### config.mk
export PLATFORM = sky130hd
export DESIGN_NAME = twiddleRom
export DESIGN_NICKNAME = d
export VERILOG_FILES = /design/src/fftPkg.sv /design/src/twiddleRom.sv
export SDC_FILE = /design/constraint.sdc
export NUM_CORES = 1
export LEC_CHECK = 0
export BUFFER_PORTS_ARGS = -buffer_cell sky130_fd_sc_hd__buf_2
export CAP_MARGIN = 20
export CORE_ASPECT_RATIO = 0.75
export CORE_UTILIZATION = 54
export CTS_CLUSTER_SIZE = 10
export DETAILED_ROUTE_END_ITERATION = 8
export PLACE_DENSITY_LB_ADDON = 0.08
export SETUP_SLACK_MARGIN = 0.2
export SLEW_MARGIN = 0
export SYNTH_ARGS = -nofsm -noshare
export SYNTH_HDL_FRONTEND = slang
export SYNTH_SLANG_ARGS = --single-unit
### constraint.sdc
create_clock -name clk -period 2.55 [get_ports clk]
set_clock_uncertainty 0.1 [all_clocks]
set_input_delay 0.1275 -clock clk [delete_from_list [all_inputs] [get_ports clk]]
set_output_delay 0.1275 -clock clk [all_outputs]
set_load 0.03 [all_outputs]
### src/fftPkg.sv
package fftPkg;

  ////////////////////////////////////////////////////////////////////////////
  // fixed-point widths

  localparam int sampleWidth = 16;  // q1.15 real or imaginary part
  localparam int magWidth    = 17;  // max plus quarter min fits with headroom
  localparam int addrMax     = 8;   // covers frames up to 256 points

  ////////////////////////////////////////////////////////////////////////////
  // data types

  typedef logic signed [sampleWidth-1:0] sample_t;  // one q1.15 word
  typedef logic [magWidth-1:0]           mag_t;     // unsigned magnitude
  typedef logic [addrMax-1:0]            addr_t;    // point index or twiddle index

  typedef struct packed {
    sample_t re;
    sample_t im;
  } complex_t;

  // one butterfly issue, operands read from ram plus rom twiddle
  typedef struct packed {
    complex_t a;      // upper input
    complex_t b;      // lower input
    complex_t w;      // twiddle for the difference path
    addr_t    addrA;  // write-back address of a
    addr_t    addrB;  // write-back address of b
  } bflyIn_t;

  // one butterfly result, written straight back in place
  typedef struct packed {
    complex_t resA;   // halved sum
    complex_t resB;   // halved difference times twiddle
    addr_t    addrA;
    addr_t    addrB;
  } bflyOut_t;

  ////////////////////////////////////////////////////////////////////////////
  // sequencer states

  typedef enum logic [2:0] {
    idle,       // waiting for the first sample
    load,       // filling the frame
    issue,      // one butterfly per cycle
    drain,      // letting the butterfly pipeline empty
    nextStage,  // stage bookkeeping
    readout     // bit-reversed read, natural bin order
  } seqState_t;

endpackage

### src/twiddleRom.sv
`timescale 1ns/1ps

module twiddleRom #(
  parameter int pointCount = 64
) (
  input  logic             clk,
  input  fftPkg::addr_t    twiddleIdx,
  output fftPkg::complex_t twiddle
);

  localparam int  logN = $clog2(pointCount);
  localparam int  half = pointCount / 2;     // k runs 0 to N/2-1
  localparam real pi   = 3.14159265358979323846;

  // scale by 2^15, round to nearest, +1.0 clips to 32767
  function automatic fftPkg::sample_t quantize(real x);
    int v;
    v = int'(x * 32768.0);
    if (v > 32767) begin
      v = 32767;
    end
    return fftPkg::sample_t'(v);
  endfunction

  // W(k) = cos(2 pi k / N) - j sin(2 pi k / N)
  function automatic fftPkg::complex_t twEntry(int k);
    real              ang;
    fftPkg::complex_t w;
    ang  = 2.0 * pi * k / pointCount;
    w.re = quantize($cos(ang));
    w.im = quantize(-$sin(ang));
    return w;
  endfunction

  fftPkg::complex_t twTable [half];

  for (genvar k = 0; k < half; k++) begin : genTable
    assign twTable[k] = twEntry(k);  // constant at elaboration
  end

  always_ff @(posedge clk) begin
    twiddle <= twTable[twiddleIdx[logN-2:0]];  // one cycle, same as the ram
  end

endmodule

==> metrics.md <==
| Metric | Value |
|---|---|
| Status | `finished, final reports clean` |
| Worst Setup End Kind | `register` |
| Synth warn | `0` |
| Shortest period the worst path allows | `1.85 ns` |
| DR vias | `roughly 1800` |
| DRC | `0` |
| Hold crit path type | `input pin to register` |
| Worst hold start | `twiddleIdx[3]` |
| Ant diodes | `0` |
| Layout Cells excl Fill | `299` |
| Antenna Nets Post-Route | `0` |
| WL final | `roughly 4.9 mm` |
| Area Overhead vs Synth | `11.5%` |
| Largest net degree at the start of global routing | `30` |
| Worst-Margin Slew | `0.507 ns` |
| Share of cells above drive strength 1 | `29.1%` |
| Critical Path Fanout Max | `15` |
| Seq/Total Area, Yosys | `about 30%` |
| Largest regs | `twiddle (32)` |
| I/O Buffers | `37` |
| Area post-placement | `approximately 0.0023 mm2` |
| Fraction of registers with async set/reset | `0%` |
| Rows | `19` |
| Mean number of vias per cell | `roughly 5.9` |
| Post-synth top flop | `dfxtp_1` |
| Largest Register | `twiddle` |
| IO Pins | `approximately 40` |
| Unrepaired setup endpoints after global routing | `false` |
| DP HPWL | `about 3.2 mm` |
| Synth Cell Area | `0.00213 mm2` |
| Global Route Usage Sum | `26.7%` |
| Initial DRT Pass Iterations | `5` |
| Setup crit start | `twiddleIdx[0]` |
| Die X | `~74 um` |
| Post-CTS Resized | `0` |
| Gr ovfl total | `0` |
| Max cap viols | `0` |
| Max reg flops | `32` |
| Max VDD drop | `roughly 0.42 mV` |
| Syn Inst Count | `approximately 220` |
| Leak | `roughly 0.0011 uW` |
| Root buffer cell | `clkbuf_8` |
| Synth area leaders | `dfxtp_1 (30%), mux4_2 (13%), ha_1 (5.9%)` |
| Final Setup Violations | `0` |
| Initial antenna violation count | `0` |
| PwrDens | `approximately 640 mW/mm2` |
| Final hold vios | `0` |
| Final Max Slew Viols | `0` |
| Most frequent cell after synthesis | `dfxtp_1` |
| Die Y | `roughly 56 um` |
| First-pass GRT wire length | `just over 8 mm` |
| Setup Fix Bufs, Post-CTS | `0` |
| Worst Setup Start Kind | `input pin` |
| Post-synthesis register bit count | `32` |
| Drt first-iter violations | `263` |
| Tot Pwr | `approximately 1500 uW` |
| Clock Tree Buf Depth | `2` |
| Die ar. | `0.00420 mm2` |
| Nets | `265` |
| EDFF count, synth | `0` |
| CTS H-tree lvls | `2` |
| WP data required | `roughly 2.7 ns` |
| Vias in the first global route | `~1600` |
| Synth area leader | `dfxtp_1` |
| Period utilisation layout | `around 73%` |
| CP Class | `input pin to register` |
| Final Instance Area | `between 0.002 and 0.0025 mm2` |
| Core ar. | `0.00371 mm2` |
| CTS tree | `built` |
| Yosys top cell area share | `between 30% and 40%` |
| Starting Density | `a little under three fifths` |
| Routed WL per cell | `about 16 um` |
| Fin Setup TNS | `0 ns` |
| Count of cell types in the netlist | `52` |
| Worst slew margin | `between 60% and 70%` |
| Num CTS Buffers | `5` |
| Fmax | `roughly 540 MHz` |
| Placed cells | `slightly below 300` |
| Hold_buf cts | `0` |
| Sink Count | `32` |
| Syn nets | `approximately 240` |
| Crit path DAT | `between 1.5 and 2 ns` |
| Syn Area/Cell | `just under 10 um2` |
| Post-synth top cells | `dfxtp_1 (32), a21oi_1 (17), nand2_1 (15)` |
| RD Place Congestion | `0.867` |
| Clock slew seen by the registers of the worst setup and hold paths | `0.07 ns` |
## per-stage QoR
step | worst slack [ns] | hold WS [ns] | util (%)
final | 0.696 | 0.177 | 64.0
after global routing | 0.566 | 0.219 | 64.0
after CTS | 0.708 | 0.185 | 64.0
after detailed placement | 0.422 | 0.461 | 61.1
after global placement | 0.495 | 0.461 | 61.1
after floorplan | 0.720 | 0.323 | -
## cell families after synthesis
logic type / count (synthesis) / synth area share [%]
flops: 32 / 30.1
fa+ha+maj: 10 / 5.88
buf+inv: 32 / 9.00
mux: 30 / 22.4
simple gates: 54 / 13.5
compound gates: 59 / 17.9
xor+xnor: 2 / 1.18
## worst max-delay path, cell delays in order
cell and delay [ns]:
buf_2 0.25, inv_1 0.19, ha_1 0.60, inv_1 0.17
mux4_2 0.49, mux2i_1 0.14
## final timing paths
| check | end | depth (start not counted) |
|---|---|---|
| hold / removal | twiddle[4] | 3 |
| setup / recovery | twiddle[2] | 6 |
## per-layer routing
metal  global-route usage (%)  share of wire [%]  vias to the layer above
met5                        0                  0                        -
met3                     7.00                7.0                       10
met4                     11.6                1.9                        0
met1                     38.2                 45                      836
li1                         -                  -                      847
met2                     37.6                 46                       80
## cells in the final DEF (no fill, tap or decap), types with 4 or more instances in the layout
| cell | netlist | layout |
|---|---|---|
| nand2_1 | 15 | 15 |
| nand2b_1 | 9 | 9 |
| mux2i_1 | 12 | 12 |
| buf_4 | 3 | 6 |
| ha_1 | 10 | 10 |
| nor2_1 | 10 | 10 |
| dfxtp_1 | 32 | 32 |
| a21oi_1 | 17 | 17 |
| o21ai_0 | 7 | 7 |
| o211ai_1 | 4 | 4 |
| o21ai_1 | 5 | 5 |
| mux4_2 | 12 | 12 |
| inv_1 | 7 | 7 |
| buf_2 | 11 | 37 |
| clkbuf_8 | 0 | 5 |
## area by class of cell
| cell class | instances | area (um2) |
|---|---|---|
| fillers | 326 | 1340 |
| multi-input cells | 155 | 1290 |
| flip-flops and latches | 32 | 641 |
| repair buffers | 43 | 230 |
| clock buffers | 6 | 72.6 |
| well taps | 52 | 65.1 |
| clock inverters | 2 | 35.0 |
| inverters | 9 | 33.8 |
## power by group
group	switching [uW]	total (uW)	internal (uW)
clock network	193	483	290
registers	10.8	569	558
logic	296	459	164
Power figures use the tool's default switching activity.
