`config.mk`:
```
export PLATFORM = sky130hd
export DESIGN_NAME = butterflyUnit
export DESIGN_NICKNAME = d
export VERILOG_FILES = /design/src/fftPkg.sv /design/src/butterflyUnit.sv
export SDC_FILE = /design/constraint.sdc
export NUM_CORES = 2
export LEC_CHECK = 0
export ABC_CLOCK_PERIOD_IN_PS = 17810
export BUFFER_PORTS_ARGS = -buffer_cell sky130_fd_sc_hd__buf_2
export CAP_MARGIN = 20
export CORE_MARGIN = 2
export CORE_UTILIZATION = 55
export DETAILED_ROUTE_END_ITERATION = 12
export PLACE_DENSITY_LB_ADDON = 0.3
export SLEW_MARGIN = 40
export SYNTH_ARGS = -nofsm -noshare
export SYNTH_HDL_FRONTEND = slang
export SYNTH_SLANG_ARGS = --single-unit
```
`constraint.sdc`:
```
create_clock -name clk -period 17.81 [get_ports clk]
set_input_delay 3.562 -clock clk [delete_from_list [all_inputs] [get_ports clk]]
set_output_delay 3.562 -clock clk [all_outputs]
set_load 0.02 [all_outputs]
```
`src/fftPkg.sv`:
```
package fftPkg;

  ////////////////////////////////////////////////////////////////////////////
  // fixed-point widths

  localparam int sampleWidth = 16;  // q1.15 real or imaginary part
  localparam int magWidth    = 17;  // max plus quarter min fits with headroom
  localparam int addrMax     = 8;   // covers frames up to 256 points

  ////////////////////////////////////////////////////////////////////////////
  // data types

  typedef logic signed [sampleWidth-1:0] sample_t;  // one q1.15 word
  typedef logic [magWidth-1:0]           mag_t;     // unsigned magnitude
  typedef logic [addrMax-1:0]            addr_t;    // point index or twiddle index

  typedef struct packed {
    sample_t re;
    sample_t im;
  } complex_t;

  // one butterfly issue, operands read from ram plus rom twiddle
  typedef struct packed {
    complex_t a;      // upper input
    complex_t b;      // lower input
    complex_t w;      // twiddle for the difference path
    addr_t    addrA;  // write-back address of a
    addr_t    addrB;  // write-back address of b
  } bflyIn_t;

  // one butterfly result, written straight back in place
  typedef struct packed {
    complex_t resA;   // halved sum
    complex_t resB;   // halved difference times twiddle
    addr_t    addrA;
    addr_t    addrB;
  } bflyOut_t;

  ////////////////////////////////////////////////////////////////////////////
  // sequencer states

  typedef enum logic [2:0] {
    idle,       // waiting for the first sample
    load,       // filling the frame
    issue,      // one butterfly per cycle
    drain,      // letting the butterfly pipeline empty
    nextStage,  // stage bookkeeping
    readout     // bit-reversed read, natural bin order
  } seqState_t;

endpackage

```
`src/butterflyUnit.sv`:
```
`timescale 1ns/1ps

module butterflyUnit (
  input  logic             clk,
  input  logic             rst,
  input  logic             issue,
  input  fftPkg::bflyIn_t  issueData,
  output logic             done,
  output fftPkg::bflyOut_t result
);

  logic signed [16:0] sumRe;   // a + b, one bit of growth
  logic signed [16:0] sumIm;
  logic signed [16:0] difRe;   // a - b
  logic signed [16:0] difIm;
  logic signed [32:0] accRe;   // combined products
  logic signed [32:0] accIm;

  // stage 1 registers
  logic               s1Valid;
  fftPkg::complex_t   s1Sum;
  fftPkg::complex_t   s1Diff;
  fftPkg::complex_t   s1W;
  fftPkg::addr_t      s1AddrA;
  fftPkg::addr_t      s1AddrB;

  // stage 2 registers
  logic               s2Valid;
  fftPkg::complex_t   s2Sum;
  logic signed [31:0] s2ReRe;  // d.re * w.re
  logic signed [31:0] s2ImIm;  // d.im * w.im
  logic signed [31:0] s2ReIm;  // d.re * w.im
  logic signed [31:0] s2ImRe;  // d.im * w.re
  fftPkg::addr_t      s2AddrA;
  fftPkg::addr_t      s2AddrB;

  always_comb begin
    sumRe = issueData.a.re + issueData.b.re;
    sumIm = issueData.a.im + issueData.b.im;
    difRe = issueData.a.re - issueData.b.re;
    difIm = issueData.a.im - issueData.b.im;
    accRe = s2ReRe - s2ImIm;
    accIm = s2ReIm + s2ImRe;
  end

  // valid bit follows the data down the three stages
  always_ff @(posedge clk) begin
    if (rst) begin
      s1Valid <= 1'b0;
      s2Valid <= 1'b0;
      done    <= 1'b0;
    end else begin
      s1Valid <= issue;
      s2Valid <= s1Valid;
      done    <= s2Valid;  // 3 cycles after issue
    end
  end

  always_ff @(posedge clk) begin
    // stage 1, halve sum and difference (scale 1/2 per stage)
    s1Sum.re  <= sumRe[16:1];
    s1Sum.im  <= sumIm[16:1];
    s1Diff.re <= difRe[16:1];
    s1Diff.im <= difIm[16:1];
    s1W       <= issueData.w;
    s1AddrA   <= issueData.addrA;
    s1AddrB   <= issueData.addrB;
    // stage 2, four q2.30 products
    s2Sum     <= s1Sum;
    s2ReRe    <= s1Diff.re * s1W.re;
    s2ImIm    <= s1Diff.im * s1W.im;
    s2ReIm    <= s1Diff.re * s1W.im;
    s2ImRe    <= s1Diff.im * s1W.re;
    s2AddrA   <= s1AddrA;
    s2AddrB   <= s1AddrB;
    // stage 3, back to q1.15 by shift and truncate
    result.resA    <= s2Sum;
    result.resB.re <= accRe[30:15];
    result.resB.im <= accIm[30:15];
    result.addrA   <= s2AddrA;
    result.addrB   <= s2AddrB;
  end

endmodule

```
==> qor.yml <==
final_layout:
  mostFrequentLayoutCells: "1238 x inv_1, 1028 x fa_1, 545 x nand2_1"
  syn_to_final_growth_pct: 7.384
  drive_above_1_share_pct: 6.717
  fillers: 7758
  final_common_cell: "inv_1"
  nets: 6964
  multi_input_area_um2: 37560
  antenna_cells: 0
  regArea_um2: 7358
  final_area_um2: 54040
die:
  initial_core_util_pct: 55.74
  dieArea_um2: 93940
  fp-row-count: 110
  ios: 196
  core_um2: 90290
  die_w_um: 306.5
  die_h_um: 306.5
clocking:
  cts_resized: 0
  post_cts_buffers: 0
  cts_tree: "yes"
  clk_pin_slew_ns: 0.06
  cts.htree.levels: 2
  clockBufferDepth: 3
  root_buffer: "clkbuf_16"
  ctsHoldBuffers: 0
  clock_latency_ns: 0.64
  cts_buffers: 45
  cts_num_sinks: 367
route:
  drt_iter0_markers: 1867
  wl_per_cell_um: 16.35
  detail_route.wirelength_um: 107800
  drtPass1Iterations: 8
  drc: 0
  viasPerCell: 5.217
  ant_nets: 0
  vias: 34410
synth:
  ys_seq_area_share_pct: 14.60
  synth_area_leader_cell: "fa_1"
  synthesis.nets: 6864
  ys_ff_latch: 367
  synth_area_leaders: "fa_1 41%, dfxtp_1 15%, ha_1 11%"
  postSynthCellCount: 5283
  synth_top_area_share_pct: 40.89
  synth_cell_types: 72
  syn_area_um2: 50330
  async_flop_share_pct: 0
  yosys_warnings: 0
  synth_edf_count: 0
  synth_area_per_cell_um2: 9.526
  synth_top_flop_cell: "dfxtp_1"
timing:
  worst_pin_slew_ns: 0.8442
  fmax_ghz: 0.1445
  setup_tns_ns: 0
  period_share_pct: 38.85
  finalMaxSlewViolations: 0
  hold_viol: 0
  setup_viol: 0
  fin_crit_ns: 6.919
  skew_ns: 0.02850
  relSlewSlack_pct: 43.13
  rsz0062_at_grt: "false"
critical_path:
  critPathMaxFanout: 17
  required_ns: 18.36
  worstPathArrival_ns: 7.47
  critPathKind: "reg2reg"
  end_kind: "flop"
  critPathLaunchType: "flop"
global_route:
  antenna_found_initial: 0
  grt.total_usage_pct: 24.61
  first_global_vias: 37080
  grt_max_degree: 35
  overflow: 0
  grt_pass1_wl_um: 185300
place:
  gp_congestion: 0.8713
  port_buffers: 195
  place_area_um2: 52480
  dp_hpwl_um: 81900
run:
  maxCapViolCount: 0
min_path:
  min_path_type: "reg2reg"
outcome:
  status: "completed"
-- cell usage after synthesis, types with 9 or more instances --
| cell type | n |
|---|---|
| a211oi_1 | 12 |
| dfxtp_1 | 367 |
| o21ai_0 | 64 |
| inv_1 | 1239 |
| a21boi_0 | 9 |
| ha_1 | 438 |
| a31oi_1 | 12 |
| nor3_1 | 25 |
| a21oi_1 | 133 |
| o21a_1 | 32 |
| nor2_1 | 157 |
| nand2_1 | 545 |
| a21o_1 | 55 |
| xnor2_1 | 178 |
| nor2b_1 | 28 |
| fa_1 | 1028 |
| o21bai_1 | 33 |
| and3_1 | 18 |
| clkbuf_1 | 202 |
| nand3_1 | 32 |
| nand2b_1 | 35 |
| and2_1 | 484 |
| xor2_1 | 48 |
-- registers in the layout, indices dropped and copies added (netlist names), 31 cells and up --
register / count
s2ReRe: 31
s2Sum: 32
result: 80
s2ImRe: 31
s2ImIm: 31
s1W: 32
s2ReIm: 31
s1Sum: 32
s1Diff: 32
-- routing by layer --
layer  track usage (%)  up-vias  wire [um]
met5                 0        -          0
met4             8.846        0       4236
met3             3.901      202       7390
met2             40.71     1091      51610
met1             32.97    17300      44610
li1                  -    15820          -
-- cells by family (layout without fill, tap and decap cells) --
group	Yosys count	after routing	share of synthesized area, %
adders and majority gates	1466	1466	51.78
buffers and inverters	1443	1579	10.76
and+or+nand+nor	1355	1355	13.26
AOI/OAI and AO/OA	424	424	5.616
DFF	367	367	14.60
xor gates and xnor gates	226	226	3.933
muxes	2	2	0.04475
-- cell type report --
| cell class | count | area share, % |
|---|---|---|
| Tap cell | 1176 | 2.723 |
| Multi-Input combinational cell | 3473 | 69.51 |
| Clock buffer | 62 | 2.350 |
| Inverter | 1239 | 8.605 |
| Sequential cell | 367 | 13.62 |
| Clock inverter | 21 | 0.5325 |
| Timing Repair Buffer | 257 | 2.667 |
-- critical path: stages, from the launching register on --
cell	delay, ns
dfxtp_1	0.82
buf_4	0.37
and2_1	0.18
fa_1	0.45
fa_1	0.56
ha_1	0.14
inv_1	0.05
fa_1	0.47
inv_1	0.06
fa_1	0.52
inv_1	0.05
fa_1	0.48
inv_1	0.04
ha_1	0.32
o21a_1	0.18
o21ai_0	0.20
a21oi_1	0.06
o21a_1	0.16
a221oi_2	0.42
nor4_1	0.19
o41ai_2	0.55
o2111ai_1	0.20
a21oi_1	0.20
xnor2_1	0.13
-- per-stage QoR --
stage | util, % | setup WS [ns] | hold slack (ns) | std cells
after floorplan | - | 11.67 | 0.3096 | 5283
after global placement | 58.12 | 11.13 | 0.3099 | 6512
after detailed placement | 58.12 | 11.01 | 0.3121 | 6512
after CTS | 59.85 | 10.96 | 0.3236 | 6595
after global routing | 59.86 | 10.52 | 0.3272 | 6595
final | 59.86 | 10.89 | 0.3239 | 6595
-- final timing paths --
kind | start | endpoint | slack [ns] | cells past startpoint
setup / recovery | s1Diff[22] | s2ReIm[30] | 10.89 | 23
hold reg to reg | s2AddrB[6] | result[6] | 0.32 | 0
setup reg to reg | s1Diff[22] | s2ReIm[30] | 10.89 | 23
hold / removal | s2AddrB[6] | result[6] | 0.32 | 0
Power is not shown: default switching activity piles up to over one toggle a cycle in this logic, so the estimate is an artifact.
