File: config.mk
export PLATFORM = sky130hd
export DESIGN_NAME = fftSequencer
export DESIGN_NICKNAME = d
export VERILOG_FILES = /design/src/fftPkg.sv /design/src/fftSequencer.sv
export SDC_FILE = /design/constraint.sdc
export NUM_CORES = 1
export LEC_CHECK = 0
export CAP_MARGIN = 20
export CORE_AREA = 3 3 115 117
export CTS_CLUSTER_DIAMETER = 150
export DETAILED_ROUTE_END_ITERATION = 10
export DIE_AREA = 0 0 118 120
export DONT_BUFFER_PORTS = 1
export GPL_TIMING_DRIVEN = 0
export RECOVER_POWER = 50
export SLEW_MARGIN = 0
export SYNTH_ARGS = -nofsm -noshare
export SYNTH_HDL_FRONTEND = slang
export SYNTH_SLANG_ARGS = --single-unit
File: constraint.sdc
create_clock -name clk -period 12 [get_ports clk]
set_clock_uncertainty 0.05 [all_clocks]
set_input_delay 2.4 -clock clk [delete_from_list [all_inputs] [get_ports clk]]
set_output_delay 2.4 -clock clk [all_outputs]
set_load 0.05 [all_outputs]
File: src/fftPkg.sv
package fftPkg;

  ////////////////////////////////////////////////////////////////////////////
  // fixed-point widths

  localparam int sampleWidth = 16;  // q1.15 real or imaginary part
  localparam int magWidth    = 17;  // max plus quarter min fits with headroom
  localparam int addrMax     = 8;   // covers frames up to 256 points

  ////////////////////////////////////////////////////////////////////////////
  // data types

  typedef logic signed [sampleWidth-1:0] sample_t;  // one q1.15 word
  typedef logic [magWidth-1:0]           mag_t;     // unsigned magnitude
  typedef logic [addrMax-1:0]            addr_t;    // point index or twiddle index

  typedef struct packed {
    sample_t re;
    sample_t im;
  } complex_t;

  // one butterfly issue, operands read from ram plus rom twiddle
  typedef struct packed {
    complex_t a;      // upper input
    complex_t b;      // lower input
    complex_t w;      // twiddle for the difference path
    addr_t    addrA;  // write-back address of a
    addr_t    addrB;  // write-back address of b
  } bflyIn_t;

  // one butterfly result, written straight back in place
  typedef struct packed {
    complex_t resA;   // halved sum
    complex_t resB;   // halved difference times twiddle
    addr_t    addrA;
    addr_t    addrB;
  } bflyOut_t;

  ////////////////////////////////////////////////////////////////////////////
  // sequencer states

  typedef enum logic [2:0] {
    idle,       // waiting for the first sample
    load,       // filling the frame
    issue,      // one butterfly per cycle
    drain,      // letting the butterfly pipeline empty
    nextStage,  // stage bookkeeping
    readout     // bit-reversed read, natural bin order
  } seqState_t;

endpackage

File: src/fftSequencer.sv
`timescale 1ns/1ps

module fftSequencer #(
  parameter int pointCount = 64
) (
  input  logic             clk,
  input  logic             rst,
  input  logic             sampleValid,
  input  fftPkg::sample_t  sample,
  input  fftPkg::complex_t rdDataA,
  input  fftPkg::complex_t rdDataB,
  input  fftPkg::complex_t twiddle,
  output logic             busy,
  output logic             loadWe,
  output fftPkg::addr_t    loadAddr,
  output fftPkg::complex_t loadData,
  output fftPkg::addr_t    rdAddrA,
  output fftPkg::addr_t    rdAddrB,
  output fftPkg::addr_t    twiddleIdx,
  output logic             issue,
  output fftPkg::bflyIn_t  issueData,
  output logic             readValid,
  output logic [7:0]       magBin
);

  localparam int logN = $clog2(pointCount);  // number of stages

  fftPkg::seqState_t state;
  fftPkg::addr_t     loadCnt;     // next point to store
  logic [3:0]        stageCnt;    // s, 0 to logN-1
  fftPkg::addr_t     groupCnt;    // g, 0 to 2^s - 1
  fftPkg::addr_t     offsetCnt;   // j, 0 to h - 1
  logic [1:0]        drainCnt;
  fftPkg::addr_t     binCnt;      // readout bin, natural order

  fftPkg::addr_t     span;        // h = N >> (s+1)
  fftPkg::addr_t     lastGroup;
  fftPkg::addr_t     addrA;       // g*2h + j
  fftPkg::addr_t     addrB;       // g*2h + j + h
  fftPkg::addr_t     addrAQ;      // lined up with ram data
  fftPkg::addr_t     addrBQ;
  fftPkg::addr_t     binQ;        // bin lined up with ram data
  logic              readValidQ;  // lined up with magValid
  logic              accept;
  logic              lastBfly;

  function automatic fftPkg::addr_t bitRev(fftPkg::addr_t v);
    fftPkg::addr_t r;
    r = '0;
    for (int i = 0; i < logN; i++) begin
      r[logN-1-i] = v[i];  // mirror over logN bits only
    end
    return r;
  endfunction

  ////////////////////////////////////////////////////////////////////////////
  // address generation

  always_comb begin
    span       = fftPkg::addr_t'(pointCount >> (stageCnt + 1));
    lastGroup  = fftPkg::addr_t'((1 << stageCnt) - 1);
    addrA      = (groupCnt << (logN - stageCnt)) + offsetCnt;
    addrB      = addrA + span;
    twiddleIdx = offsetCnt << stageCnt;  // j << s
    lastBfly   = (offsetCnt == span - 1'b1) && (groupCnt == lastGroup);
    rdAddrA    = (state == fftPkg::readout) ? bitRev(binCnt) : addrA;
    rdAddrB    = addrB;

    // busy covers the two cycles of readout tail after the fsm is back in idle
    busy = ((state != fftPkg::idle) && (state != fftPkg::load)) || readValid || readValidQ;
    accept      = sampleValid && !busy;  // strobes while busy are dropped
    loadWe      = accept;
    loadAddr    = loadCnt;
    loadData.re = sample;
    loadData.im = '0;                    // real input frame
  end

  // ram and rom data arrive one cycle after the addresses
  assign issueData = '{a: rdDataA, b: rdDataB, w: twiddle, addrA: addrAQ, addrB: addrBQ};

  ////////////////////////////////////////////////////////////////////////////
  // control fsm

  always_ff @(posedge clk) begin
    if (rst) begin
      state     <= fftPkg::idle;
      loadCnt   <= '0;
      stageCnt  <= '0;
      groupCnt  <= '0;
      offsetCnt <= '0;
      drainCnt  <= '0;
      binCnt    <= '0;
    end else begin
      case (state)
        fftPkg::idle: begin
          if (accept) begin
            loadCnt <= loadCnt + 1'b1;  // point 0 written this cycle
            state   <= fftPkg::load;
          end
        end
        fftPkg::load: begin
          if (accept) begin
            if (loadCnt == fftPkg::addr_t'(pointCount - 1)) begin
              loadCnt   <= '0;
              stageCnt  <= '0;
              groupCnt  <= '0;
              offsetCnt <= '0;
              state     <= fftPkg::issue;  // busy rises next cycle
            end else begin
              loadCnt <= loadCnt + 1'b1;
            end
          end
        end
        fftPkg::issue: begin
          if (lastBfly) begin
            groupCnt  <= '0;
            offsetCnt <= '0;
            state     <= fftPkg::drain;
          end else if (offsetCnt == span - 1'b1) begin
            offsetCnt <= '0;                 // next group
            groupCnt  <= groupCnt + 1'b1;
          end else begin
            offsetCnt <= offsetCnt + 1'b1;
          end
        end
        fftPkg::drain: begin
          // 3 drain cycles plus nextStage keep the first read of the
          // next stage behind the last write-back
          if (drainCnt == 2'd2) begin
            drainCnt <= '0;
            state    <= fftPkg::nextStage;
          end else begin
            drainCnt <= drainCnt + 1'b1;
          end
        end
        fftPkg::nextStage: begin
          if (stageCnt == 4'(logN - 1)) begin
            binCnt <= '0;
            state  <= fftPkg::readout;
          end else begin
            stageCnt <= stageCnt + 1'b1;
            state    <= fftPkg::issue;
          end
        end
        fftPkg::readout: begin
          if (binCnt == fftPkg::addr_t'(pointCount - 1)) begin
            binCnt <= '0;
            state  <= fftPkg::idle;
          end else begin
            binCnt <= binCnt + 1'b1;
          end
        end
        default: state <= fftPkg::idle;
      endcase
    end
  end

  ////////////////////////////////////////////////////////////////////////////
  // strobe and payload alignment

  always_ff @(posedge clk) begin
    if (rst) begin
      issue      <= 1'b0;
      readValid  <= 1'b0;
      readValidQ <= 1'b0;
    end else begin
      issue      <= (state == fftPkg::issue);    // data valid one cycle later
      readValid  <= (state == fftPkg::readout);
      readValidQ <= readValid;                   // same cycle as magValid
    end
  end

  always_ff @(posedge clk) begin
    addrAQ <= addrA;
    addrBQ <= addrB;
    binQ   <= binCnt;
    magBin <= binQ;  // two cycles, ram read plus magnitude register
  end

endmodule

==> results of run 1 <==
cells by family after synthesis:
kind of cell,after synthesis,share of synthesized area
buffers and inverters,180,0.215
multiplexers,21,0.0512
AND/OR/NAND/NOR,215,0.201
flip-flops,76,0.279
AO/OA/AOI/OAI,94,0.106
other,1,0.000689
adder cells (fa/ha/maj),30,0.0708
XOR/XNOR,47,0.0770
stage by stage:
step / util / cells / instance area (sq um)
2_1_floorplan: - / 679 / 5500
3_3_place_gp: 0.459 / 851 / 5720
3_5_place_dp: 0.459 / 852 / 5730
4_1_cts: 0.485 / 868 / 6050
5_1_grt: 0.475 / 872 / 5920
6_report: 0.475 / 872 / 5920
cell type report:
| cell class | count | area (sq um) | share of cell area |
|---|---|---|---|
| Tap cell | 172 | 215 | 0.0363 |
| Sequential cell | 76 | 1520 | 0.257 |
| Buffer | 157 | 983 | 0.166 |
| Inverter | 23 | 86.3 | 0.0146 |
| Clock buffer | 9 | 225 | 0.0380 |
| Multi-Input combinational cell | 423 | 2780 | 0.469 |
| Timing Repair Buffer | 5 | 18.8 | 0.00317 |
| Clock inverter | 7 | 97.6 | 0.0165 |
cells in the mapped netlist (all sizes together), types with 3 or more instances:
cell type,number
nand3,17
o31ai,4
or2,3
inv,23
nand2,57
or4,4
a32oi,3
nand4,11
nor2b,9
mux2i,11
o21ai,19
o21a,4
a31oi,6
buf,135
nand2b,5
nor3b,3
dfxtp,76
nand4bb,4
nor3,15
a21oi,37
xor2,19
ha,26
mux4,5
nand3b,3
mux2,5
clkbuf,22
a21o,6
nor2,57
o22ai,3
and3,10
xnor2,28
nor4,5
and2,8
state kept, by name, indices dropped and copies added (netlist names):
register	cells
state	3
stageCnt	4
readValidQ	1
drainCnt	2
groupCnt	8
issue	1
binQ	8
readValid	1
addrBQ	8
loadAddr	8
magBin	8
offsetCnt	8
binCnt	8
addrAQ	8
metal layers:
metal,global-route usage,share of wire
met4,0.0711,0.026
met3,0.0669,0.082
met2,0.354,0.48
met1,0.256,0.41
met5,0,0
final timing paths:
check | end | cells past startpoint
worst min register to register | magBin[3] | 0
worst max register to register | addrBQ[7] | 20
worst min-delay path | magBin[3] | 0
worst max-delay path | rdAddrB[7] | 19
worst max-delay path: stages (launching register included):
cell and delay (ns):
dfxtp_1 0.42, clkbuf_1 0.53, clkbuf_1 0.46, inv_1 0.19
ha_1 0.39, clkbuf_1 0.39, nand2_1 0.09, nor3_1 0.23
ha_1 0.20, inv_1 0.05, fa_1 0.55, inv_1 0.08
ha_1 0.29, a21o_1 0.16, a21o_1 0.21, maj3_1 0.35
a21oi_1 0.23, nor2b_1 0.07, o21ai_0 0.21, xnor2_1 0.53
power by group through the flow:
stage | sequential (mW) | combinational, mW | clock [mW]
final | 0.300 | 0.238 | 0.295
after global routing | 0.302 | 0.251 | 0.309
after CTS | 0.299 | 0.243 | 0.299
after detailed placement | 0.305 | 0.242 | 0
after global placement | 0.305 | 0.239 | 0
after floorplan | 0.300 | 0.219 | 0
==> impl_metrics.py, run 1 <==
metrics = {
    "grt": {
        "grt_max_degree": 15,
        "grt-ovfl-total": 0,
        "grt_pass1_wl_um": 23500,
        "grt_antenna_before_repair": 0,
        "first_global_vias": 4350,
        "grt_use_total": 0.211,
    },
    "clock_network": {
        "hold_buffers": 0,
        "post-cts-setup-buffers": 0,
        "htree_levels": 3,
        "path_clk_slew_ns": 0.07,
        "cts_buffers": 9,
        "clock-sinks": 76,
        "clockRootBuffer": "clkbuf_16",
        "clk_latency_ns": 0.34,
        "clockBufferDepth": 2,
        "cts_tree": "done",
        "ctsResizeCount": 0,
    },
    "placed_design": {
        "dp_slack_ns": 3.87,
        "port_buffers": 0,
        "post-dp-hpwl_um": 13000,
        "place_congestion": 0.863,
    },
    "routing": {
        "ant_nets": 0,
        "viasPerCell": 5.15,
        "num_vias": 4492,
        "routed_wl_um": 15900,
        "wl_per_cell_um": 18.2,
        "first_pass_iters": 4,
        "detail_route.iter0.violations": 311,
        "drc_errors": 0,
    },
    "worst_setup_path": {
        "startpoint_type": "flip-flop",
        "crit_required_ns": 9.55,
        "cp_data_arrival_time_ns": 5.99,
        "reg2reg_slack_ns": 6.09,
        "r2r-start": "stageCnt[0]",
        "worstSetupEndpointType": "primary output",
        "startpoint": "stageCnt[0]",
        "worstPathMaxFanout": 10,
        "critical_path_class": "reg -> out",
    },
    "floorplan": {
        "die_y_um": 120,
        "initial_utilization": 0.437,
        "die_area_sq_um": 14200,
        "coreArea_sq_um": 12500,
        "io_pins": 303,
        "die_w_um": 118,
        "rows": 41,
    },
    "power_and_ir_drop": {
        "clkPwrFrac": 0.354,
        "fin_total_pwr_uw": 832,
        "power_density_nw_per_um2": 140,
        "power_leakage_nw": 2.59,
        "p_switching_uw": 325,
        "switching_share": 0.391,
        "internal-power_uw": 507,
        "irDropWorstVdd_mv": 0.0763,
        "pwr-share-seq": 0.360,
        "pwr-share-comb": 0.286,
    },
    "hold_path": {
        "hold_path.class": "reg -> reg",
        "hp-start": "binQ[3]",
    },
    "yosys": {
        "yosysTopAreaCell": "dfxtp_1",
        "synth-seq-cells": 76,
        "syn_avg_cell_area_sq_um": 8.20,
        "synth_ff_type": "dfxtp_1",
        "synth-edff-count": 0,
        "yosys_warnings": 0,
        "synth_cell_types": 60,
        "synth_cells": 664,
        "synth_area_leaders": "dfxtp_1, buf_4, ha_1",
        "yosysTopAreaCellShare": 0.279,
        "synthArstFlopShare": 0,
        "seq_area_frac_synth": 0.279,
        "syn-cell-area_sq_um": 5450,
    },
    "sta": {
        "rsz0062_at_grt": "false",
        "fin_ws_ns": 3.56,
        "slew_viol_final": 0,
        "fin_crit_sh": 0.703,
        "hold_viol": 0,
        "worstMarginPinSlew_ns": 1.42,
        "setup_tns_ns": 0,
        "whs_ns": 0.270,
        "setup_violations": 0,
        "timing.fmax_mhz": 118,
        "relSlewSlack": 0.0414,
        "min_period_ns": 8.44,
    },
    "layout": {
        "diodes": 0,
        "final_common_cell": "buf_4",
        "nFillCells": 1209,
        "layout_common_cells": "buf_4, dfxtp_1, nand2_1, nor2_1, clkbuf_1",
        "drive_gt1_frac": 0.196,
        "area_growth_pct": 8.78,
        "final_nets": 838,
    },
    "outcome": {
        "status": "completed",
    },
    "flow_run": {
        "cap_violations": 0,
    },
}
(Power assumes the default switching activity.)
==> inputs of run 2 (changes only) <==
Settings changed: ABC_AREA set to 1, CORE_AREA 3 3 115 117 to 3 3 118 120, DIE_AREA 0 0 118 120 to 0 0 121 123.
Clock period 12 ns to 6.9 ns, I/O delays scaled along.
==> run 2 against run 1 <==
  * Count of clock-buffer cells in the layout is the same
  * Area after synthesis grew 5.1%
  * Register-to-register slack lost 4.2 ns
==> impl_metrics.py, run 2 <==
metrics = {
    "outcome": {
        "status": "completed",
    },
    "clock_network": {
        "clockBufferDepth": 2,
        "clock-sinks": 76,
        "cts_buffers": 9,
        "htree_levels": 3,
        "path_clk_slew_ns": 0.06,
        "cts_tree": "done",
        "clk_latency_ns": 0.34,
        "post-cts-setup-buffers": 0,
        "clockRootBuffer": "clkbuf_16",
    },
    "routing": {
        "wl_per_cell_um": 14.3,
        "viasPerCell": 4.91,
        "detail_route.iter0.violations": 329,
        "first_pass_iters": 5,
        "ant_nets": 0,
        "routed_wl_um": 14900,
        "num_vias": 5119,
        "drc_errors": 0,
    },
    "yosys": {
        "synth-seq-cells": 76,
        "synth_area_leaders": "dfxtp_1, buf_4, nand2_1",
        "yosys_warnings": 0,
        "syn_avg_cell_area_sq_um": 6.85,
        "synth_cells": 836,
        "synthArstFlopShare": 0,
        "yosysMostFrequentCell": "nand2_1",
        "synth_cell_types": 47,
        "synth_ff_type": "dfxtp_1",
        "seq_area_frac_synth": 0.266,
        "synth-edff-count": 0,
        "ys_top_cells_by_count": "nand2_1, buf_4, inv_1",
        "yosysTopAreaCell": "dfxtp_1",
        "syn-cell-area_sq_um": 5730,
        "yosysTopAreaCellShare": 0.266,
    },
    "floorplan": {
        "rows": 42,
        "die_w_um": 121,
        "io_pins": 303,
        "die_y_um": 123,
        "initial_utilization": 0.438,
        "die_area_sq_um": 14900,
        "coreArea_sq_um": 13100,
    },
    "layout": {
        "final_common_cell": "nand2_1",
        "drive_gt1_frac": 0.163,
        "area_growth_pct": 6.86,
        "layout_common_cells": "nand2_1, inv_1, buf_4, nor2_1, dfxtp_1",
        "final_nets": 1005,
        "diodes": 0,
    },
    "flow_run": {
        "cap_violations": 0,
    },
    "sta": {
        "setup_violations": 0,
        "worstMarginPinSlew_ns": 1.15,
        "setup_tns_ns": 0,
        "hold_viol": 0,
        "whs_ns": 0.275,
        "slew_viol_final": 0,
        "fin_crit_sh": 0.945,
        "rsz0062_at_grt": "false",
        "timing.fmax_mhz": 153,
        "min_period_ns": 6.52,
        "relSlewSlack": 0.230,
    },
    "hold_path": {
        "hold_path.class": "reg -> reg",
        "hp-start": "binQ[0]",
        "min_to": "magBin[0]",
        "whs_path_depth": 0,
    },
    "worst_setup_path": {
        "critPathBufInv": 4,
        "max_stage_delay_ns": 0.89,
        "cp_cell_sequence": "clkbuf_2, clkinvlp_2, ha_2, inv_1, nor2_1, nand2_1, nor2_1, inv_1, fa_1, xnor2_2, ha_1, nand2_1, nor2_1, a211oi_1, xor2_1",
        "path_common_cell": "nor2_1",
        "startpoint_type": "flip-flop",
        "worstSetupEndpointType": "primary output",
        "worstPathMaxFanout": 10,
        "r2r-start": "stageCnt[1]",
        "crit_slowest_cell": "xor2_1",
        "reg2reg_to": "addrBQ[3]",
        "reg2reg_slack_ns": 1.89,
        "critical-path-top-delay-family": "adder cells",
        "crit_required_ns": 5.47,
        "cp_data_arrival_time_ns": 5.09,
        "critical_path_class": "reg -> out",
        "rr_worst_depth": 15,
    },
    "placed_design": {
        "post-dp-hpwl_um": 12200,
        "port_buffers": 0,
        "place_congestion": 0.903,
    },
    "grt": {
        "grt_pass1_wl_um": 22400,
        "grt-ovfl-total": 0,
        "first_global_vias": 4414,
        "grt_antenna_before_repair": 0,
        "grt_max_degree": 15,
        "grt_use_total": 0.189,
    },
    "power_and_ir_drop": {
        "fin_total_pwr_mw": 3.12,
        "power_leakage_nw": 2.86,
        "power_density_nw_per_um2": 510,
        "irDropWorstVdd_mv": 0.155,
    },
}
run 2: final cells by class:
cell class	count	area, sq um
Buffer	141	867
Clock buffer	9	225
Clock inverter	7	51.3
Fill cell	1418	6970
Inverter	98	375
Multi-Input combinational cell	536	2860
Sequential cell	76	1520
Tap cell	176	220
run 2: worst max-delay path by stage:
stage,slack (ns),to,depth (start not counted),from
2_1_floorplan,1.13,rdAddrB[5],18,stageCnt[0]
3_3_place_gp,0.13,rdAddrB[5],18,stageCnt[0]
3_5_place_dp,0.04,rdAddrB[5],18,stageCnt[0]
4_1_cts,0.08,rdAddrB[5],18,stageCnt[0]
5_1_grt,0.04,rdAddrB[3],16,stageCnt[0]
6_report,0.38,rdAddrB[3],15,stageCnt[1]
run 2: power breakdown:
group	internal, mW	switching (mW)
combinational	0.473	1.49
sequential	0.517	0.208
clock	0.244	0.196
total	1.24	1.89
run 2: layer usage:
metal  global-route usage  wire [um]
met3               0.0256       1230
met2                0.330       7230
met5                    0          0
met4               0.0616        193
met1                0.241       6220
run 2: what timing repair did:
item | in CTS | in global routing
hold buffers | 0 | 0
pin swaps | 0 | 0
endpoints found under the setup margin | 2 | 5
gates resized for setup | 3 | 8
run 2: stage by stage:
| stage | utilization | setup slack [ns] | instances | cell area [sq um] |
|---|---|---|---|---|
| 3_3_place_gp | 0.459 | 0.127 | 1027 | 6000 |
| 6_report | 0.468 | 0.376 | 1043 | 6120 |
| 5_1_grt | 0.468 | 0.0366 | 1043 | 6120 |
| 2_1_floorplan | - | 1.13 | 851 | 5780 |
| 3_5_place_dp | 0.459 | 0.0427 | 1027 | 6000 |
| 4_1_cts | 0.482 | 0.0761 | 1043 | 6310 |
run 2: logic make-up (layout without fill, tap and decap cells):
logic type      count (synthesis)  after routing  synth area share
xor+xnor                       16             16            0.0245
flops                          76             76             0.266
other cells                     1             16          0.000655
compound gates                105            105             0.103
simple gates                  371            371             0.295
fa+ha+maj                      28             28            0.0638
buf+inv                       239            255             0.247
