`src/fftPkg.sv`:
```
package fftPkg;

  ////////////////////////////////////////////////////////////////////////////
  // fixed-point widths

  localparam int sampleWidth = 16;  // q1.15 real or imaginary part
  localparam int magWidth    = 17;  // max plus quarter min fits with headroom
  localparam int addrMax     = 8;   // covers frames up to 256 points

  ////////////////////////////////////////////////////////////////////////////
  // data types

  typedef logic signed [sampleWidth-1:0] sample_t;  // one q1.15 word
  typedef logic [magWidth-1:0]           mag_t;     // unsigned magnitude
  typedef logic [addrMax-1:0]            addr_t;    // point index or twiddle index

  typedef struct packed {
    sample_t re;
    sample_t im;
  } complex_t;

  // one butterfly issue, operands read from ram plus rom twiddle
  typedef struct packed {
    complex_t a;      // upper input
    complex_t b;      // lower input
    complex_t w;      // twiddle for the difference path
    addr_t    addrA;  // write-back address of a
    addr_t    addrB;  // write-back address of b
  } bflyIn_t;

  // one butterfly result, written straight back in place
  typedef struct packed {
    complex_t resA;   // halved sum
    complex_t resB;   // halved difference times twiddle
    addr_t    addrA;
    addr_t    addrB;
  } bflyOut_t;

  ////////////////////////////////////////////////////////////////////////////
  // sequencer states

  typedef enum logic [2:0] {
    idle,       // waiting for the first sample
    load,       // filling the frame
    issue,      // one butterfly per cycle
    drain,      // letting the butterfly pipeline empty
    nextStage,  // stage bookkeeping
    readout     // bit-reversed read, natural bin order
  } seqState_t;

endpackage

```
`src/magnitudeUnit.sv`:
```
`timescale 1ns/1ps

module magnitudeUnit (
  input  logic             clk,
  input  logic             rst,
  input  logic             readValid,
  input  fftPkg::complex_t value,
  output logic             magValid,
  output fftPkg::mag_t     magnitude
);

  logic [fftPkg::sampleWidth-2:0] absRe;
  logic [fftPkg::sampleWidth-2:0] absIm;
  logic [fftPkg::sampleWidth-2:0] maxV;
  logic [fftPkg::sampleWidth-2:0] minV;
  fftPkg::mag_t                   magNext;

  function automatic logic [fftPkg::sampleWidth-2:0] absSat(fftPkg::sample_t v);
    fftPkg::sample_t neg;
    neg = -v;
    if (!v[fftPkg::sampleWidth-1]) begin
      return v[fftPkg::sampleWidth-2:0];
    end else if (neg[fftPkg::sampleWidth-1]) begin
      return '1;  // -32768 negates to itself, saturate to 32767
    end
    return neg[fftPkg::sampleWidth-2:0];
  endfunction

  always_comb begin
    absRe = absSat(value.re);
    absIm = absSat(value.im);
    if (absRe >= absIm) begin
      maxV = absRe;
      minV = absIm;
    end else begin
      maxV = absIm;
      minV = absRe;
    end
    magNext = fftPkg::mag_t'(maxV) + fftPkg::mag_t'(minV >> 2);  // max + min/4
  end

  always_ff @(posedge clk) begin
    if (rst) begin
      magValid <= 1'b0;
    end else begin
      magValid <= readValid;
    end
  end

  always_ff @(posedge clk) begin
    magnitude <= magNext;
  end

endmodule

```
`config.mk`:
```
export PLATFORM = sky130hd
export DESIGN_NAME = magnitudeUnit
export DESIGN_NICKNAME = d
export VERILOG_FILES = /design/src/fftPkg.sv /design/src/magnitudeUnit.sv
export SDC_FILE = /design/constraint.sdc
export NUM_CORES = 1
export LEC_CHECK = 0
export ABC_AREA = 1
export BUFFER_PORTS_ARGS = -buffer_cell sky130_fd_sc_hd__clkbuf_2
export CORE_UTILIZATION = 45
export DETAILED_ROUTE_END_ITERATION = 8
export PLACE_DENSITY = 0.72
export SLEW_MARGIN = 20
export SYNTH_ARGS = -nofsm -noshare
export SYNTH_HDL_FRONTEND = slang
export SYNTH_SLANG_ARGS = --single-unit
export TNS_END_PERCENT = 30
```
`constraint.sdc`:
```
create_clock -name clk -period 4.15 [get_ports clk]
set_input_delay 0.2075 -clock clk [delete_from_list [all_inputs] [get_ports clk]]
set_output_delay 0.2075 -clock clk [all_outputs]
set_load 0.1 [all_outputs]
```
==> flow_metrics.env, run 1 <==
export IMPL_power_frac_seq_pct=15.9
export IMPL_p_comb_share_pct=77.0
export IMPL_grt_first_pass_wirelength_mm=11.1
export IMPL_drc=0
export IMPL_coreArea_sq_um=5990
export IMPL_die_w_um=81.2
export IMPL_multi_input_area_sq_um=2230
export IMPL_synth_edff_count=0
export IMPL_max_cap_violations=0
export IMPL_io_buffers=51
export IMPL_die_h_um=81.2
export IMPL_hp_class="input port to register"
export IMPL_sw_frac_of_total_pct=62.4
export IMPL_cp_slowest_cell="fa_1"
export IMPL_num_rows=28
export IMPL_area_delta_synth_final_pct=17.5
export IMPL_vias_per_cell=5.11
export IMPL_hold_start="rst"
export IMPL_crit_path_max_fanout=14
export IMPL_track_usage_pct=21.4
export IMPL_vias=2975
export IMPL_period_share_pct=93.3
export IMPL_worstMarginPinSlew_ps=540
export IMPL_power_density_nw_per_um2=497
export IMPL_synth_distinct_cells=43
export IMPL_final_area_sq_um=3310
export IMPL_cp_required_ps=4330
export IMPL_cts_buffers=3
export IMPL_hold_end="magValid"
export IMPL_max_stage_delay_ps=370
export IMPL_placed_area_sq_um=3190
export IMPL_dr_first_iter_drc_count=205
export IMPL_slew_headroom_pct=64.1
export IMPL_clkPwrFrac_pct=7.2
export IMPL_io_pins=53
export IMPL_irDropWorstVdd_mv=0.647
export IMPL_antenna_found_initial=0
export IMPL_intPower_w=0.000620
export IMPL_min_period_ps=3870
export IMPL_p_leak_nw=1.77
export IMPL_globalRouteOverflowTotal=0
export IMPL_synthFlopType="dfxtp_1"
export IMPL_endpoint_kind="register"
export IMPL_synth_seq_area_share_pct=12.1
export IMPL_clock_sinks=17
export IMPL_start_kind="input port"
export IMPL_async_flop_share_pct=0
export IMPL_finalSetupViolCount=0
export IMPL_synth_seq_cells=17
export IMPL_grt_max_degree=30
export IMPL_dp_hpwl_mm=5.73
export IMPL_synth_area_sq_um=2820
export IMPL_yosysTopAreaCellShare_pct=15.7
export IMPL_postCtsSetupRepairBufs=0
export IMPL_clock_fmax_ghz=0.258
export IMPL_setup_worst_path_class="input port to register"
export IMPL_htree_levels=1
export IMPL_outcome="completed"
export IMPL_syn_inst=452
export IMPL_synth_avg_cell_area_sq_um=6.24
export IMPL_hold_violations=0
export IMPL_nFillCells=610
export IMPL_yosysTopAreaCell="nand2_1"
export IMPL_seqCellArea_sq_um=340
export IMPL_first_pass_iters=5
export IMPL_min_path_cells=2
export IMPL_root_buffer="clkbuf_8"
export IMPL_clockBufferDepth=2
export IMPL_routabilityCongestion=0.932
export IMPL_critPathArrivalTime_ps=4050
export IMPL_drive_gt1_share_pct=23.1
export IMPL_path_common_cell="nand2_1"
export IMPL_post_drt_wl_per_cell_um=11.6
export IMPL_post_route_util_pct=55.3
export IMPL_grt_pass1_vias=2527
export IMPL_ys_warn_count=0
export IMPL_fin_nets=574
export IMPL_finalMaxSlewViolations=0
export IMPL_power_switching_w=0.00103
export IMPL_antenna_left=0
export IMPL_diodes=0
export IMPL_cts_tree="built"
export IMPL_syn_nets=518
export IMPL_fp_dieArea_sq_um=6590
export IMPL_ys_top_cells_by_area="nand2_1, ha_1, dfxtp_1"
export IMPL_initial_core_util_pct=47.1
export IMPL_detail_route_wirelength_mm=6.76
export IMPL_path_clk_slew_ps=60
==> synthesized netlist by cell type, drive strengths merged (5+ instances only) <==
cell    instances
xnor2           8
inv            65
nand2         122
a21oi          18
nand3          40
xor2           17
ha             30
nor2           49
o22ai           5
o21ai          41
dfxtp          17
nor3            6
nand3b          5
buf            10
==> logic make-up (layout without fill, tap and decap cells) <==
kind of cell,count (synthesis),count (layout),synth area share [%]
other,1,1,0.133
flip-flops,17,17,12.1
AO/OA/AOI/OAI,72,72,14.3
XOR/XNOR,25,25,7.76
adder cells (fa/ha/maj),31,31,14.0
AND/OR/NAND/NOR,231,231,41.1
buffers and inverters,75,130,10.6
==> power by group through the flow <==
stage | Combinational [W] | Sequential (W) | Clock, W
after detailed placement | 0.00124 | 0.000267 | 0
after floorplan | 0.000464 | 0.000824 | 0
after global placement | 0.00122 | 0.000264 | 0
after global routing | 0.00137 | 0.000271 | 0.000127
final | 0.00127 | 0.000262 | 0.000118
after CTS | 0.00124 | 0.000263 | 0.000123
==> worst max-delay path by stage <==
stage	slack, ps	endpoint	from
after floorplan	420	magnitude[12]	value[16]
after global placement	90	magnitude[12]	value[16]
after detailed placement	-20	magnitude[12]	value[16]
after CTS	250	magnitude[12]	value[16]
after global routing	-50	magnitude[13]	value[16]
final	280	magnitude[12]	value[16]
==> state kept, by name, summed over array words and instances, names as in the netlist <==
signal,flops
magnitude,16
magValid,1
==> worst max-delay path: cells and delay by family <==
family          cells  cell delay (ps)
compound gates      3              550
xor+xnor            1              130
fa+ha+maj           4             1050
buf+inv             6              580
simple gates       13             1550
==> stage by stage <==
step	power, W	setup slack (ps)	hold slack, ps	TNS, ps	instances
after global placement	0.00149	87.9	364	0	577
after CTS	0.00163	253	100	0	581
after global routing	0.00177	-53.7	109	-114	582
after floorplan	0.00129	422	279	0	452
final	0.00165	280	106	0	582
after detailed placement	0.00150	-23.0	371	-25.3	577
==> per-layer routing <==
metal  track usage, %  routed length, um
met1             29.1               3330
met2             36.7               3090
met3             1.01                265
met4             4.82                 79
met5                0                  0
==> cell usage in the layout, fill, tap and decap left out, types with 3 or more instances in the layout <==
cell type | netlist | routed
o21ai_1 | 3 | 6
nor2_4 | 6 | 7
nand3_2 | 9 | 10
clkbuf_8 | 0 | 3
xor2_1 | 17 | 17
dfxtp_1 | 17 | 17
nor2_2 | 5 | 5
nand4_1 | 3 | 3
nand3_1 | 29 | 28
nor2_1 | 37 | 36
a21oi_1 | 17 | 16
o21ai_0 | 37 | 34
inv_1 | 56 | 56
xnor2_1 | 8 | 8
buf_4 | 2 | 8
inv_2 | 9 | 9
nand2_1 | 118 | 118
nor3_1 | 4 | 4
ha_1 | 30 | 29
nand3b_1 | 4 | 4
o22ai_1 | 4 | 3
clkbuf_2 | 0 | 51
==> what timing repair did <==
action | 4_1_cts | 5_1_grt
endpoints found under the setup margin | 0 | 6
gates resized for setup | 0 | 13
hold buffers | 0 | 0
==> final cells by class <==
type / count / area share, %
well taps: 75 / 2.83
inverters: 65 / 7.36
clock buffers: 4 / 1.36
multi-input cells: 360 / 67.3
flip-flops and latches: 17 / 10.3
repair buffers: 61 / 10.9
Power figures use the tool's default switching activity.
==> inputs of run 2 (changes only) <==
--- a/config.mk
+++ b/config.mk
@@ -7,7 +7,10 @@
 export LEC_CHECK = 0
 export ABC_AREA = 1
 export BUFFER_PORTS_ARGS = -buffer_cell sky130_fd_sc_hd__clkbuf_2
+export CORE_MARGIN = 2
 export CORE_UTILIZATION = 45
+export CTS_BUF_LIST = sky130_fd_sc_hd__clkbuf_4 sky130_fd_sc_hd__clkbuf_8 sky130_fd_sc_hd__clkbuf_16
+export CTS_CLUSTER_SIZE = 25
 export DETAILED_ROUTE_END_ITERATION = 8
 export PLACE_DENSITY = 0.72
 export SLEW_MARGIN = 20
==> flow_metrics.env, run 2 (synthesis results as in run 1) <==
export IMPL_finalSetupViolCount=0
export IMPL_regMostFlops="magnitude"
export IMPL_clock_sinks=17
export IMPL_finalSetupTns_ps=0
export IMPL_path_common_cell="nand2_1"
export IMPL_drc=0
export IMPL_nFillCells=615
export IMPL_max_stage_delay_ps=360
export IMPL_dp_cells=576
export IMPL_io_buffers=51
export IMPL_path_clk_slew_ps=60
export IMPL_routabilityCongestion=0.897
export IMPL_die_h_um=83.2
export IMPL_finalMaxSlewViolations=0
export IMPL_grt_max_degree=30
export IMPL_vias=3046
export IMPL_grt_pass1_vias=2724
export IMPL_p_leak_nw=1.78
export IMPL_track_usage_pct=20.0
export IMPL_initial_core_util_pct=47.1
export IMPL_io_pins=53
export IMPL_power_density_nw_per_um2=500
export IMPL_cp_required_ps=4330
export IMPL_fp_dieArea_sq_um=6920
export IMPL_drive_gt1_share_pct=24.4
export IMPL_root_buffer="clkbuf_8"
export IMPL_first_pass_iters=4
export IMPL_diodes=0
export IMPL_area_delta_synth_final_pct=18.4
export IMPL_antenna_left=0
export IMPL_fin_nets=575
export IMPL_hold_violations=0
export IMPL_fin_cells=583
export IMPL_setup_worst_path_class="input port to register"
export IMPL_irDropWorstVdd_mv=0.828
export IMPL_antenna_found_initial=0
export IMPL_post_drt_wl_per_cell_um=12.4
export IMPL_min_period_ps=3830
export IMPL_hp_class="input port to register"
export IMPL_layout_common_cells="nand2_1, inv_1, clkbuf_2"
export IMPL_clock_fmax_ghz=0.261
export IMPL_period_share_pct=92.2
export IMPL_clockBufferDepth=2
export IMPL_cts_buffers=3
export IMPL_start_kind="input port"
export IMPL_largest_reg_flops=16
export IMPL_slew_headroom_pct=63.9
export IMPL_coreArea_sq_um=5990
export IMPL_p_total_w=0.00167
export IMPL_num_rows=28
export IMPL_seqCellArea_sq_um=340
export IMPL_top_regs="magnitude: 16 flops, magValid: 1 flops"
export IMPL_cp_slowest_cell="fa_2"
export IMPL_endpoint_kind="register"
export IMPL_detail_route_wirelength_mm=7.23
export IMPL_worstMarginPinSlew_ps=544
export IMPL_crit_path_max_fanout=15
export IMPL_dr_first_iter_drc_count=219
export IMPL_htree_levels=1
export IMPL_final_common_cell="nand2_1"
export IMPL_multi_input_area_sq_um=2250
export IMPL_cts_tree="built"
export IMPL_die_w_um=83.2
export IMPL_grt_first_pass_wirelength_mm=12.0
export IMPL_outcome="completed"
export IMPL_critPathArrivalTime_ps=4010
export IMPL_dp_hpwl_mm=6.02
export IMPL_vias_per_cell=5.22
export IMPL_whs_ps=113
export IMPL_max_cap_violations=0
export IMPL_post_route_util_pct=55.7
export IMPL_globalRouteOverflowTotal=0
## run 2: area by class of cell
type                    instances  area share, %
multi-input cells             361           67.4
repair buffers                 61           10.8
flip-flops and latches         17           10.2
inverters                      65           7.31
well taps                      75           2.81
clock buffers                   4           1.46
## run 2: routing by layer
metal	up-vias	wire (um)	global-route usage, %
met3	10	440	1.29
met5	-	0	0
met1	1353	3440	28.3
li1	1574	-	-
met4	0	100	3.87
met2	109	3250	33.7
## run 2: stage by stage
| step | instance area, sq um | worst slack [ps] |
|---|---|---|
| 2_1_floorplan | 2820 | 422 |
| 3_5_place_dp | 3190 | -19.3 |
| 4_1_cts | 3240 | 228 |
| 3_3_place_gp | 3190 | 58.2 |
| 5_1_grt | 3340 | -58.4 |
| 6_report | 3340 | 325 |
## run 2: path summary, 6_finish.rpt
path                  start             to  cells after the start
hold / removal          rst       magValid                      2
setup / recovery  value[17]  magnitude[12]                     30
## run 2: repair_timing
item / CTS / global route
gates resized for setup: 0 / 19
setup endpoints to repair: 0 / 8
hold buffers: 0 / 0
setup buffers: 0 / 1
## run 2: power breakdown
part | internal (W) | switching [W]
sequential | 0.000244 | 0.0000173
combinational | 0.000311 | 0.000975
clock | 0.0000744 | 0.0000490
total | 0.000629 | 0.00104
## run 2: critical path: cells and delay by family
kind	cells	cell delay, ps
AND/OR/NAND/NOR	16	1760
buffers and inverters	7	580
AO/OA/AOI/OAI	2	250
XOR/XNOR	1	130
adder cells (fa/ha/maj)	4	1080
==> inputs of run 3 (changes only) <==
--- a/config.mk
+++ b/config.mk
@@ -12,6 +12,7 @@
 export CTS_BUF_LIST = sky130_fd_sc_hd__clkbuf_4 sky130_fd_sc_hd__clkbuf_8 sky130_fd_sc_hd__clkbuf_16
 export CTS_CLUSTER_SIZE = 25
 export DETAILED_ROUTE_END_ITERATION = 8
+export GPL_TIMING_DRIVEN = 0
 export PLACE_DENSITY = 0.72
 export SLEW_MARGIN = 20
 export SYNTH_ARGS = -nofsm -noshare
==> flow_metrics.env, run 3 (synthesis results as in run 1) <==
export IMPL_cts_tree="built"
export IMPL_endpoint_kind="register"
export IMPL_vias_per_cell=5.10
export IMPL_setup_worst_path_class="input port to register"
export IMPL_max_cap_violations=0
export IMPL_p_comb_share_pct=77.1
export IMPL_max_stage_delay_ps=360
export IMPL_sw_frac_of_total_pct=62.3
export IMPL_period_share_pct=92.3
export IMPL_cp_slowest_cell="fa_2"
export IMPL_antenna_found_initial=0
export IMPL_power_switching_w=0.00105
export IMPL_hp_class="input port to register"
export IMPL_irDropWorstVdd_mv=0.585
export IMPL_first_pass_iters=4
export IMPL_initial_core_util_pct=47.1
export IMPL_detail_route_wirelength_mm=7.04
export IMPL_vias=2999
export IMPL_io_pins=53
export IMPL_antenna_left=0
export IMPL_post_drt_wl_per_cell_um=12.0
export IMPL_grt_first_pass_wirelength_mm=11.8
export IMPL_intPower_w=0.000638
export IMPL_drive_gt1_share_pct=27.1
export IMPL_placed_area_sq_um=3160
export IMPL_layout_common_cells="nand2_1, inv_1, clkbuf_2"
export IMPL_crit_path_max_fanout=10
export IMPL_dr_first_iter_drc_count=156
export IMPL_track_usage_pct=19.9
export IMPL_power_frac_seq_pct=15.4
export IMPL_drc=0
export IMPL_root_buffer="clkbuf_8"
export IMPL_slew_headroom_pct=64.0
export IMPL_cts_buffers=3
export IMPL_die_h_um=83.2
export IMPL_regMostFlops="magnitude"
export IMPL_p_leak_nw=1.79
export IMPL_num_rows=28
export IMPL_routabilityCongestion=0.889
export IMPL_fp_dieArea_sq_um=6920
export IMPL_start_kind="input port"
export IMPL_area_delta_synth_final_pct=20.2
export IMPL_path_clk_slew_ps=60
export IMPL_final_common_cell="nand2_1"
export IMPL_ctsHoldBuffers=0
export IMPL_coreArea_sq_um=5990
export IMPL_clock_sinks=17
export IMPL_io_buffers=50
export IMPL_critPathArrivalTime_ps=4020
export IMPL_top_regs="magnitude: 16 flops, magValid: 1 flops"
export IMPL_htree_levels=1
export IMPL_dp_hpwl_mm=5.89
export IMPL_p_total_w=0.00169
export IMPL_fin_nets=580
export IMPL_power_density_nw_per_um2=499
export IMPL_largest_reg_flops=16
export IMPL_path_common_cell="nand2_1"
export IMPL_cp_required_ps=4340
export IMPL_clock_fmax_ghz=0.261
export IMPL_hold_violations=0
export IMPL_min_period_ps=3830
export IMPL_globalRouteOverflowTotal=0
export IMPL_grt_max_degree=11
export IMPL_clkPwrFrac_pct=7.4
export IMPL_finalSetupViolCount=0
export IMPL_outcome="completed"
export IMPL_finalMaxSlewViolations=0
export IMPL_worstMarginPinSlew_ps=542
export IMPL_clockBufferDepth=2
export IMPL_die_w_um=83.2
export IMPL_final_area_sq_um=3390
export IMPL_grt_pass1_vias=2687
export IMPL_diodes=0
-- run 3: cell type report --
type / instances / area [sq um]
multi-input combinational: 360 / 2290
buffer: 10 / 66.3
tap: 75 / 93.8
timing repair buffer: 57 / 303
clock buffer: 4 / 48.8
inverter: 65 / 244
fill: 618 / 2600
sequential: 17 / 340
-- run 3: metrics by stage --
step / setup WS [ps] / hold WS (ps) / util (%) / TNS, ps / cells
floorplan: 422 / 279 / - / 0 / 452
global placement: -352 / 365 / 52.8 / -1570 / 577
detailed placement: -435 / 374 / 52.8 / -2250 / 577
CTS: 16.9 / 110 / 53.8 / 0 / 581
global route: -29.0 / 111 / 56.6 / -54.6 / 588
finish: 319 / 105 / 56.6 / 0 / 588
-- run 3: worst max-delay path, delay by kind of cell --
kind	cells	cell delay [ps]
compound gates	2	310
xor+xnor	1	130
simple gates	15	1530
fa+ha+maj	4	1060
buf+inv	8	760
-- run 3: repair_timing --
action | 4_1_cts | 5_1_grt
buffers inserted | 0 | 7
pin swaps | 0 | 13
cloned | 0 | 0
endpoints found under the setup margin | 4 | 11
resized for setup | 3 | 32
-- run 3: final timing paths --
check | start | endpoint | slack (ps) | cells after the start
hold / removal | rst | magValid | 110 | 2
setup / recovery | value[16] | magnitude[12] | 320 | 30
-- run 3: power by group through the flow --
stage | Clock, W | Sequential [W] | Combinational (W)
after global routing | 0.000132 | 0.000266 | 0.00140
final | 0.000126 | 0.000261 | 0.00130
after detailed placement | 0 | 0.000266 | 0.00123
after global placement | 0 | 0.000264 | 0.00121
after floorplan | 0 | 0.000824 | 0.000464
after CTS | 0.000127 | 0.000262 | 0.00124
-- run 3: metal layers --
layer	up-vias	part of all wire [%]	GRT usage (%)
met1	1328	49	27.8
met2	68	45	32.9
met4	0	1.3	5.51
met3	7	4.2	1.39
li1	1596	-	-
met5	-	0	0
